### src/hw/rr_bank_cfg.svh
`ifndef RR_BANK_CFG_SVH
`define RR_BANK_CFG_SVH

// Number of AXI4-Lite masters sharing the bank
`define NUM_PORTS 4

// Registers in the bank
`define BANK_WORDS 16

// Register and bus data width in bits
`define DATA_W 32

`endif

### src/hw/rr_bank_pkg.sv
package rr_bank_pkg;

  `include "rr_bank_cfg.svh"

  // ----------------------------------------------------------------------
  // Widths
  // ----------------------------------------------------------------------

  // Port index needs at least one bit
  localparam int PORT_W = (`NUM_PORTS > 1) ? $clog2(`NUM_PORTS) : 1;
  localparam int ADDR_W = 32;
  // One strobe per byte lane
  localparam int STRB_W = `DATA_W / 8;

  typedef logic [PORT_W-1:0] port_idx_t;

  // Address bits 9:2, wide enough to see words past the bank
  typedef logic [7:0] word_idx_t;

  typedef logic [1:0] resp_t;

  // AXI response codes in use
  localparam resp_t RESP_OKAY   = 2'b00;
  localparam resp_t RESP_SLVERR = 2'b10;

  // ----------------------------------------------------------------------
  // Pipeline payloads
  // ----------------------------------------------------------------------

  // Request from a port toward the bank
  typedef struct packed {
    port_idx_t           port;
    logic                write;
    word_idx_t           word;
    logic [`DATA_W-1:0]  wdata;
    logic [STRB_W-1:0]   wstrb;
  } bank_req_t;

  // Response broadcast back, tagged with the issuing port
  typedef struct packed {
    port_idx_t           port;
    logic                write;
    resp_t               resp;
    logic [`DATA_W-1:0]  rdata;
  } bank_rsp_t;

endpackage : rr_bank_pkg

### src/hw/arb_stage.sv
`timescale 1ns/10ps

`include "rr_bank_cfg.svh"

module arb_stage (
  input  logic                                      clk,
  input  logic                                      rst,
  input  logic [`NUM_PORTS-1:0]                     req_valid,
  input  rr_bank_pkg::bank_req_t [`NUM_PORTS-1:0]   req,
  output logic [`NUM_PORTS-1:0]                     req_grant,
  output logic                                      bank_valid,
  output rr_bank_pkg::bank_req_t                    bank_req
);

  rr_bank_pkg::bank_req_t sel_req;

  // ----------------------------------------------------------------------
  // Round-robin pick
  // ----------------------------------------------------------------------

  // Zero-latency grant, priority moves whenever a port asks
  br_arb_rr_internal #(
    .NumRequesters(`NUM_PORTS)
  ) i_arb (
    .clk                   (clk),
    .rst                   (rst),
    .enable_priority_update(|req_valid),
    .request               (req_valid),
    .can_grant             (),
    .grant                 (req_grant)
  );

  // One-hot select of the winning request
  always_comb begin
    sel_req = '0;
    for (int i = 0; i < `NUM_PORTS; i++) begin
      if (req_grant[i]) begin
        sel_req = req[i];
      end
    end
  end

  // ----------------------------------------------------------------------
  // Register toward the bank
  // ----------------------------------------------------------------------

  always_ff @(posedge clk) begin
    if (rst) begin
      bank_valid <= 1'b0;
    end else begin
      bank_valid <= |req_grant;
    end
  end

  // Payload only moves with a grant
  always_ff @(posedge clk) begin
    if (|req_grant) begin
      bank_req <= sel_req;
    end
  end

endmodule : arb_stage

### src/hw/axil_port_stage.sv
`timescale 1ns/10ps

`include "rr_bank_cfg.svh"

module axil_port_stage (
  input  logic                                clk,
  input  logic                                rst,
  // Write address
  input  logic                                awvalid,
  output logic                                awready,
  input  logic [rr_bank_pkg::ADDR_W-1:0]      awaddr,
  // Write data
  input  logic                                wvalid,
  output logic                                wready,
  input  logic [`DATA_W-1:0]                  wdata,
  input  logic [rr_bank_pkg::STRB_W-1:0]      wstrb,
  // Write response
  output logic                                bvalid,
  input  logic                                bready,
  output rr_bank_pkg::resp_t                  bresp,
  // Read address
  input  logic                                arvalid,
  output logic                                arready,
  input  logic [rr_bank_pkg::ADDR_W-1:0]      araddr,
  // Read data
  output logic                                rvalid,
  input  logic                                rready,
  output logic [`DATA_W-1:0]                  rdata,
  output rr_bank_pkg::resp_t                  rresp,
  // Pipeline side
  input  rr_bank_pkg::port_idx_t              port_id,
  output logic                                req_valid,
  output rr_bank_pkg::bank_req_t              req,
  input  logic                                req_grant,
  input  logic                                rsp_valid,
  input  rr_bank_pkg::bank_rsp_t              rsp
);

  typedef enum logic [2:0] {
    ST_IDLE,
    ST_COLLECT,
    ST_REQ,
    ST_WAIT,
    ST_RESP
  } state_t;

  state_t                         state;
  logic                           have_aw;
  logic                           have_w;
  logic                           is_write;
  rr_bank_pkg::word_idx_t         word_q;
  logic [`DATA_W-1:0]             wdata_q;
  logic [rr_bank_pkg::STRB_W-1:0] wstrb_q;
  rr_bank_pkg::resp_t             resp_q;
  logic [`DATA_W-1:0]             rdata_q;
  logic                           aw_hs;
  logic                           w_hs;
  logic                           ar_hs;
  logic                           rsp_hit;
  logic                           done_hs;

  // ----------------------------------------------------------------------
  // Channel handshakes
  // ----------------------------------------------------------------------

  // Reads win over writes when both show up while idle
  assign arready = (state == ST_IDLE);
  // While collecting only the missing half is accepted
  assign awready = ((state == ST_IDLE) & ~arvalid) | ((state == ST_COLLECT) & ~have_aw);
  assign wready  = ((state == ST_IDLE) & ~arvalid) | ((state == ST_COLLECT) & ~have_w);

  assign aw_hs = awvalid & awready;
  assign w_hs  = wvalid & wready;
  assign ar_hs = arvalid & arready;

  // Broadcast response taken only by the port it belongs to
  assign rsp_hit = rsp_valid & (rsp.port == port_id) & (state == ST_WAIT);

  assign bvalid  = (state == ST_RESP) & is_write;
  assign rvalid  = (state == ST_RESP) & ~is_write;
  assign bresp   = resp_q;
  assign rresp   = resp_q;
  assign rdata   = rdata_q;
  assign done_hs = (bvalid & bready) | (rvalid & rready);

  // Request toward arbitration
  assign req_valid = (state == ST_REQ);
  assign req = '{port: port_id, write: is_write, word: word_q, wdata: wdata_q, wstrb: wstrb_q};

  // ----------------------------------------------------------------------
  // Transaction FSM
  // ----------------------------------------------------------------------

  always_ff @(posedge clk) begin
    if (rst) begin
      state   <= ST_IDLE;
      have_aw <= 1'b0;
      have_w  <= 1'b0;
    end else begin
      case (state)
        ST_IDLE: begin
          if (ar_hs || (aw_hs && w_hs)) begin
            state <= ST_REQ;
          end else if (aw_hs || w_hs) begin
            // Hold the half that came first
            state   <= ST_COLLECT;
            have_aw <= aw_hs;
            have_w  <= w_hs;
          end
        end
        ST_COLLECT: begin
          // Any handshake here completes the pair
          if (aw_hs || w_hs) begin
            state   <= ST_REQ;
            have_aw <= 1'b0;
            have_w  <= 1'b0;
          end
        end
        ST_REQ: begin
          if (req_grant) begin
            state <= ST_WAIT;
          end
        end
        ST_WAIT: begin
          if (rsp_hit) begin
            state <= ST_RESP;
          end
        end
        ST_RESP: begin
          if (done_hs) begin
            state <= ST_IDLE;
          end
        end
        default: state <= ST_IDLE;
      endcase
    end
  end

  // Captured address, data and response
  always_ff @(posedge clk) begin
    if (ar_hs) begin
      is_write <= 1'b0;
      word_q   <= araddr[9:2];
    end
    if (aw_hs) begin
      is_write <= 1'b1;
      word_q   <= awaddr[9:2];
    end
    if (w_hs) begin
      wdata_q <= wdata;
      wstrb_q <= wstrb;
    end
    if (rsp_hit) begin
      resp_q  <= rsp.resp;
      rdata_q <= rsp.rdata;
    end
  end

  // A response tagged for this port only comes while it waits for one
  a_rsp_expected : assert property (@(posedge clk) disable iff (rst)
    rsp_valid && (rsp.port == port_id) |-> (state == ST_WAIT));

  // Bank answers with the same access kind this port issued
  a_rsp_kind : assert property (@(posedge clk) disable iff (rst)
    rsp_hit |-> (rsp.write == is_write));

endmodule : axil_port_stage

### src/hw/axil_shared_regs.sv
`timescale 1ns/10ps

`include "rr_bank_cfg.svh"

module axil_shared_regs (
  input  logic                                                clk,
  input  logic                                                rst,
  // Write address, one lane per master
  input  logic [`NUM_PORTS-1:0]                               awvalid,
  output logic [`NUM_PORTS-1:0]                               awready,
  input  logic [`NUM_PORTS-1:0][rr_bank_pkg::ADDR_W-1:0]      awaddr,
  // Write data
  input  logic [`NUM_PORTS-1:0]                               wvalid,
  output logic [`NUM_PORTS-1:0]                               wready,
  input  logic [`NUM_PORTS-1:0][`DATA_W-1:0]                  wdata,
  input  logic [`NUM_PORTS-1:0][rr_bank_pkg::STRB_W-1:0]      wstrb,
  // Write response
  output logic [`NUM_PORTS-1:0]                               bvalid,
  input  logic [`NUM_PORTS-1:0]                               bready,
  output rr_bank_pkg::resp_t [`NUM_PORTS-1:0]                 bresp,
  // Read address
  input  logic [`NUM_PORTS-1:0]                               arvalid,
  output logic [`NUM_PORTS-1:0]                               arready,
  input  logic [`NUM_PORTS-1:0][rr_bank_pkg::ADDR_W-1:0]      araddr,
  // Read data
  output logic [`NUM_PORTS-1:0]                               rvalid,
  input  logic [`NUM_PORTS-1:0]                               rready,
  output logic [`NUM_PORTS-1:0][`DATA_W-1:0]                  rdata,
  output rr_bank_pkg::resp_t [`NUM_PORTS-1:0]                 rresp
);

  logic [`NUM_PORTS-1:0]                    req_valid;
  rr_bank_pkg::bank_req_t [`NUM_PORTS-1:0]  req;
  logic [`NUM_PORTS-1:0]                    req_grant;
  logic                                     bank_valid;
  rr_bank_pkg::bank_req_t                   bank_req;
  logic                                     rsp_valid;
  rr_bank_pkg::bank_rsp_t                   rsp;

  // One capture stage per master, tagged by its lane index
  for (genvar i = 0; i < `NUM_PORTS; i++) begin : gen_port
    axil_port_stage i_port (
      .clk      (clk),
      .rst      (rst),
      .awvalid  (awvalid[i]),
      .awready  (awready[i]),
      .awaddr   (awaddr[i]),
      .wvalid   (wvalid[i]),
      .wready   (wready[i]),
      .wdata    (wdata[i]),
      .wstrb    (wstrb[i]),
      .bvalid   (bvalid[i]),
      .bready   (bready[i]),
      .bresp    (bresp[i]),
      .arvalid  (arvalid[i]),
      .arready  (arready[i]),
      .araddr   (araddr[i]),
      .rvalid   (rvalid[i]),
      .rready   (rready[i]),
      .rdata    (rdata[i]),
      .rresp    (rresp[i]),
      .port_id  (rr_bank_pkg::port_idx_t'(i)),
      .req_valid(req_valid[i]),
      .req      (req[i]),
      .req_grant(req_grant[i]),
      .rsp_valid(rsp_valid),
      .rsp      (rsp)
    );
  end

  arb_stage i_arb_stage (
    .clk       (clk),
    .rst       (rst),
    .req_valid (req_valid),
    .req       (req),
    .req_grant (req_grant),
    .bank_valid(bank_valid),
    .bank_req  (bank_req)
  );

  // Response goes to every port, the matching one takes it
  bank_stage i_bank_stage (
    .clk       (clk),
    .rst       (rst),
    .bank_valid(bank_valid),
    .bank_req  (bank_req),
    .rsp_valid (rsp_valid),
    .rsp       (rsp)
  );

endmodule : axil_shared_regs

### src/hw/bank_stage.sv
`timescale 1ns/10ps

`include "rr_bank_cfg.svh"

module bank_stage (
  input  logic                    clk,
  input  logic                    rst,
  input  logic                    bank_valid,
  input  rr_bank_pkg::bank_req_t  bank_req,
  output logic                    rsp_valid,
  output rr_bank_pkg::bank_rsp_t  rsp
);

  localparam int IDX_W = $clog2(`BANK_WORDS);

  logic [`DATA_W-1:0] mem [`BANK_WORDS];
  logic               in_range;
  logic [IDX_W-1:0]   idx;
  logic [`DATA_W-1:0] merged;

  // ----------------------------------------------------------------------
  // Decode
  // ----------------------------------------------------------------------

  // Word index past the bank gets SLVERR
  assign in_range = int'(bank_req.word) < `BANK_WORDS;
  assign idx      = bank_req.word[IDX_W-1:0];

  // Old word with strobed bytes replaced
  always_comb begin
    merged = mem[idx];
    for (int b = 0; b < rr_bank_pkg::STRB_W; b++) begin
      if (bank_req.wstrb[b]) begin
        merged[8*b +: 8] = bank_req.wdata[8*b +: 8];
      end
    end
  end

  // ----------------------------------------------------------------------
  // Register array
  // ----------------------------------------------------------------------

  // All words read zero after reset
  always_ff @(posedge clk) begin
    if (rst) begin
      for (int i = 0; i < `BANK_WORDS; i++) begin
        mem[i] <= '0;
      end
    end else if (bank_valid && bank_req.write && in_range) begin
      mem[idx] <= merged;
    end
  end

  // ----------------------------------------------------------------------
  // Tagged response
  // ----------------------------------------------------------------------

  always_ff @(posedge clk) begin
    if (rst) begin
      rsp_valid <= 1'b0;
    end else begin
      rsp_valid <= bank_valid;
    end
  end

  // Out-of-range reads and all writes return zero data
  always_ff @(posedge clk) begin
    if (bank_valid) begin
      rsp.port  <= bank_req.port;
      rsp.write <= bank_req.write;
      rsp.resp  <= in_range ? rr_bank_pkg::RESP_OKAY : rr_bank_pkg::RESP_SLVERR;
      rsp.rdata <= (in_range && !bank_req.write) ? mem[idx] : '0;
    end
  end

  // One transaction per port in flight, so the two pipeline slots differ
  a_distinct_ports : assert property (@(posedge clk) disable iff (rst)
    rsp_valid && bank_valid |-> (rsp.port != bank_req.port));

endmodule : bank_stage

### src/hw/br_arb_rr_internal.sv
`timescale 1ns/10ps

module br_arb_rr_internal #(
  // At least 2 requesters
  parameter int NumRequesters = 2
) (
  input  logic                     clk,
  input  logic                     rst,
  input  logic                     enable_priority_update,
  input  logic [NumRequesters-1:0] request,
  output logic [NumRequesters-1:0] can_grant,
  output logic [NumRequesters-1:0] grant
);

  logic                                        update_priority;
  logic [NumRequesters-1:0]                    priority_mask;
  logic [NumRequesters-1:0]                    request_high;
  // Row i holds the requests that beat requester i
  logic [NumRequesters-1:0][NumRequesters-1:0] request_priority;

  // Rotate only when someone actually requests
  assign update_priority = enable_priority_update & (|request);

  br_rr_state_internal #(
    .NumRequesters(NumRequesters)
  ) i_rr_state (
    .clk            (clk),
    .rst            (rst),
    .update_priority(update_priority),
    .grant          (grant),
    .last_grant     (),
    .priority_mask  (priority_mask)
  );

  // ----------------------------------------------------------------------
  // Request priority matrix
  // ----------------------------------------------------------------------

  // Unmasked requests sit above the pointer and win first
  assign request_high = request & ~priority_mask;

  // Within a group the lower index wins
  // A high-group request always beats a masked one
  always_comb begin
    for (int i = 0; i < NumRequesters; i++) begin
      for (int j = 0; j < NumRequesters; j++) begin
        if (j < i) begin
          // Lower index wins only from the same group
          request_priority[i][j] = priority_mask[i] ? request[j] : request_high[j];
        end else if (j > i) begin
          // Higher index wins only if i is masked and j is not
          request_priority[i][j] = priority_mask[i] & request_high[j];
        end else begin
          request_priority[i][j] = 1'b0;
        end
      end
    end
  end

  // ----------------------------------------------------------------------
  // Grant
  // ----------------------------------------------------------------------

  // No stronger request anywhere in the row
  for (genvar i = 0; i < NumRequesters; i++) begin : gen_can_grant
    assign can_grant[i] = ~(|request_priority[i]);
  end

  // Same-cycle grant, no register on this path
  assign grant = request & can_grant;

  a_grant_onehot : assert property (@(posedge clk) disable iff (rst)
    $onehot0(grant));

endmodule : br_arb_rr_internal

### src/hw/br_rr_state_internal.sv
`timescale 1ns/10ps

module br_rr_state_internal #(
  // At least 2 requesters
  parameter int NumRequesters = 2
) (
  input  logic                     clk,
  input  logic                     rst,
  input  logic                     update_priority,
  input  logic [NumRequesters-1:0] grant,
  output logic [NumRequesters-1:0] last_grant,
  output logic [NumRequesters-1:0] priority_mask
);

  // Value after reset: top index looks like the last winner
  localparam logic [NumRequesters-1:0] LastGrantInit = {1'b1, {(NumRequesters - 1){1'b0}}};

  // ----------------------------------------------------------------------
  // Last grant register
  // ----------------------------------------------------------------------

  // Index 0 leads the first round
  always_ff @(posedge clk) begin
    if (rst) begin
      last_grant <= LastGrantInit;
    end else if (update_priority) begin
      // Winner drops to lowest priority next cycle
      last_grant <= grant;
    end
  end

  // ----------------------------------------------------------------------
  // Priority mask
  // ----------------------------------------------------------------------

  // Bit i set when the last winner sits at index i or above
  // Set bits form the low-priority group after wraparound
  for (genvar i = 0; i < NumRequesters; i++) begin : gen_mask
    assign priority_mask[i] = |last_grant[NumRequesters-1:i];
  end

  // Priority only moves onto a requester that really won
  a_update_has_grant : assert property (@(posedge clk) disable iff (rst)
    update_priority |-> |grant);

endmodule : br_rr_state_internal

### config.mk
export PLATFORM = sky130hd
export DESIGN_NAME = axil_shared_regs
export DESIGN_NICKNAME = d
export VERILOG_FILES = /design/src/hw/rr_bank_pkg.sv /design/src/hw/arb_stage.sv /design/src/hw/axil_port_stage.sv /design/src/hw/axil_shared_regs.sv /design/src/hw/bank_stage.sv /design/src/hw/br_arb_rr_internal.sv /design/src/hw/br_rr_state_internal.sv
export VERILOG_INCLUDE_DIRS = /design/src /design/src/hw
export SDC_FILE = /design/constraint.sdc
export NUM_CORES = 1
export LEC_CHECK = 0
export BUFFER_PORTS_ARGS = -buffer_cell sky130_fd_sc_hd__buf_2
export CORE_MARGIN = 2
export CORE_UTILIZATION = 40
export DETAILED_ROUTE_END_ITERATION = 6
export PLACE_DENSITY = 0.58
export SLEW_MARGIN = 20
export SYNTH_ARGS = -nofsm -noshare
export SYNTH_HDL_FRONTEND = slang
export SYNTH_SLANG_ARGS = --single-unit
export TNS_END_PERCENT = 30
### constraint.sdc
create_clock -name clk -period 3.5 [get_ports clk]
set_clock_uncertainty 0.05 [all_clocks]
set_input_delay 0 -clock clk [delete_from_list [all_inputs] [get_ports clk]]
set_output_delay 0 -clock clk [all_outputs]
set_load 0.05 [all_outputs]
==> summary.md <==
| Metric | Value |
|---|---|
| Hold/Removal Path Class | input port to flop |
| Setup crit start kind | flop |
| Number of flops mapped to enable cells by yosys | 902 |
| Post-Syn Area | about 38000 sq um |
| TNS Setup | 0 ns |
| CTS H-Tree Depth | 3 |
| Cell Pwr Density | approximately 770 nW/um^2 |
| Num CTS Buffers | a little over 90 |
| Post-layout net count | roughly 3500 |
| Fin. max-slew vios | 0 |
| Pleak | around 0.017 uW |
| Tcrit/Tclk final | between 80% and 90% |
| Final antenna-violating net count | 0 |
| Vias in the first global route | between 20000 and 30000 |
| Drt total wl | around 110 mm |
| Avg WL per Cell | 24.9 um |
| Chip width | 313 um |
| PostCTS Resize Cnt | 0 |
| Die height | 313 um |
| CTS max path bufs | 3 |
| Share of layout cells above drive strength 1 | around a quarter |
| Cell count after synthesis | 2422 |
| Post-synth top area share | between 70% and 80% |
| Gr ovfl total | 0 |
| All-Layer GR Usage | between 20 and 25% |
| Post-CTS Setup Bufs | 0 |
| # setup viols final | 0 |
| GP Congestion | between 0.9 and 1 |
| Maximum fanout along the worst path | 15 |
| Syn avg cell area | 15.7 sq um |
| Total power | ~37000 uW |
| Die footprint | slightly below 100000 sq um |
| First-pass detailed-route iteration total | 6 |
| Worst hold path cell count | 2 |
| Initial antenna violation count | 4 |
| Placed cell areas | 41800 sq um |
| IO Pins | between 500 and 600 |
| Commonest non-fill, non-tap cell in the layout | edfxtp_1 |
| Max Cap Viol | 0 |
| Area grow syn2layout | 25.1% |
| Hold_buf cts | about 280 |
| Crit path kind | flop to flop |
| Peak VDD IR | approximately 0.48 mV |
| Register area share after synthesis | roughly 73% |
| Core Region | 94700 sq um |
| CP Data Arrival Time | around 3.4 ns |
| CTS sink cnt | around 940 |
| Max Clock Freq | between 300 and 400 MHz |
| Synth Flop Type | edfxtp_1 |
| Initial drt markers | roughly 2900 |
| Run status | completed |
| Drt drc | 0 |
| CP endpoint kind | flop |
| Initial Util | ~40% |
| Dominant cell type by area after synthesis | edfxtp_1 |
| Clock Latency Late Sink | ~0.65 ns |
| Register-to-Register Path Depth | 4 |
| CTS root buf | clkbuf_16 |
| Final hold vios | 0 |
| Crit path time final | about 3.1 ns |
| CTS tree | built |
| Top post-synthesis cells by area | edfxtp_1, mux4_2, nor2_1, mux2i_1, dfxtp_1 |
| #FFs+latches synth | 936 |
| Vias per cell | 5.53 |
| Clock Pin Slew Worst Setup and Hold Paths | around 0.070 ns |
| FP Rows | 113 |
| DP Wirelength | between 60 and 70 mm |
| Port-buffer cells | 385 |
| Worst slew pin tran | ~1.1 ns |
| Most frequent cells in the layout | edfxtp_1, nor2_1, buf_2, dlygate4sd3_1, mux2i_1 |
| Async SR Flop Fraction | 0% |
| Max_slew headroom | ~29% |
| Design area | about 48000 sq um |
| First-pass GRT wire length | ~160 mm |
| Largest net degree at the start of global routing | 53 |
| Unrepaired setup endpoints after global routing | no |
| Via count | about 25000 |
| CP required | about 3.8 ns |
| Syn. warnings | 0 |
| Synth cell types | between 60 and 70 |
power breakdown:
group / internal [uW] / switching (uW)
Clock: 5720 / 4210
Sequential: 14100 / 1070
Combinational: 4610 / 7220
Total: 24400 / 12500
sequential cells by signal, indices dropped and copies added, names as in the netlist, 12 cells and up, named ones only:
| signal | count |
|---|---|
| gen_port.i_port.wdata_q | 128 |
| gen_port.i_port.wstrb_q | 16 |
| gen_port.i_port.word_q | 32 |
| i_arb_stage.bank_req | 47 |
| gen_port.i_port.state | 12 |
| gen_port.i_port.rdata | 128 |
| i_bank_stage.mem | 512 |
| i_bank_stage.rsp | 35 |
final timing paths:
| path | startpoint | to | slack (ns) |
|---|---|---|---|
| hold / removal | wdata[99] | gen_port[3].i_port.wdata_q[3] | 0.02 |
| hold reg to reg | i_arb_stage.bank_req[45] | i_bank_stage.rsp[35] | 0.38 |
| setup reg to reg | gen_port[3].i_port.state[1] | gen_port[3].i_port.word_q[0] | 0.42 |
| setup / recovery | gen_port[3].i_port.state[1] | gen_port[3].i_port.word_q[0] | 0.42 |
cell usage after synthesis, types with 7 or more instances:
cell type,instances
mux4_2,128
a221o_1,38
edfxtp_1,902
clkbuf_1,96
nand4_1,10
a21oi_1,39
dfxtp_1,34
nor3_1,11
buf_1,10
nand2_1,118
mux2_2,16
o21ai_0,18
nand2b_1,10
nand3_1,26
o22ai_1,7
nor2_1,544
buf_4,33
mux2i_1,132
inv_1,16
buf_2,65
a22o_1,37
nor3b_1,35
worst max-delay path, stage by stage (launching register included):
cell           delay, ns
dfxtp_1             0.42
nor2_1              0.27
nand4_1             0.85
mux2_2              0.64
dlygate4sd3_1       0.59
routing by layer:
layer	GRT usage, %	up-vias	wire length, um
met5	0	-	23
met4	7.33	4	3740
met2	37.2	1229	54900
met1	29.0	12549	43200
met3	4.15	291	8620
li1	-	10474	-
cell type report:
class | instances | area [sq um]
antenna | 2 | 5.00
clock buffer | 112 | 2480
timing repair buffer | 780 | 5870
clock inverter | 59 | 539
inverter | 16 | 60.1
sequential | 936 | 27800
multi-input combinational | 1269 | 9360
tap | 1265 | 1580
fill | 7939 | 47000
cell families after synthesis:
kind of cell           Yosys count  synth area share, %
DFF                            936                 72.8
and+or+nand+nor                796                 8.85
muxes                          276                 11.5
buffers and inverters          224                 2.82
AOI/OAI and AO/OA              189                 3.96
other                            1              0.00984
through the flow:
stage / utilization (%) / cells / hold WS (ns) / setup WS (ns)
2_1_floorplan: - / 2429 / 0.0332 / 0.175
3_3_place_gp: 44.1 / 3979 / 0.129 / 0.568
3_5_place_dp: 44.1 / 3979 / 0.128 / 0.513
4_1_cts: 50.3 / 4434 / 0.000373 / 0.492
5_1_grt: 50.3 / 4439 / 0.00111 / 0.334
6_report: 50.3 / 4439 / 0.0221 / 0.422
Power figures use the tool's default switching activity.
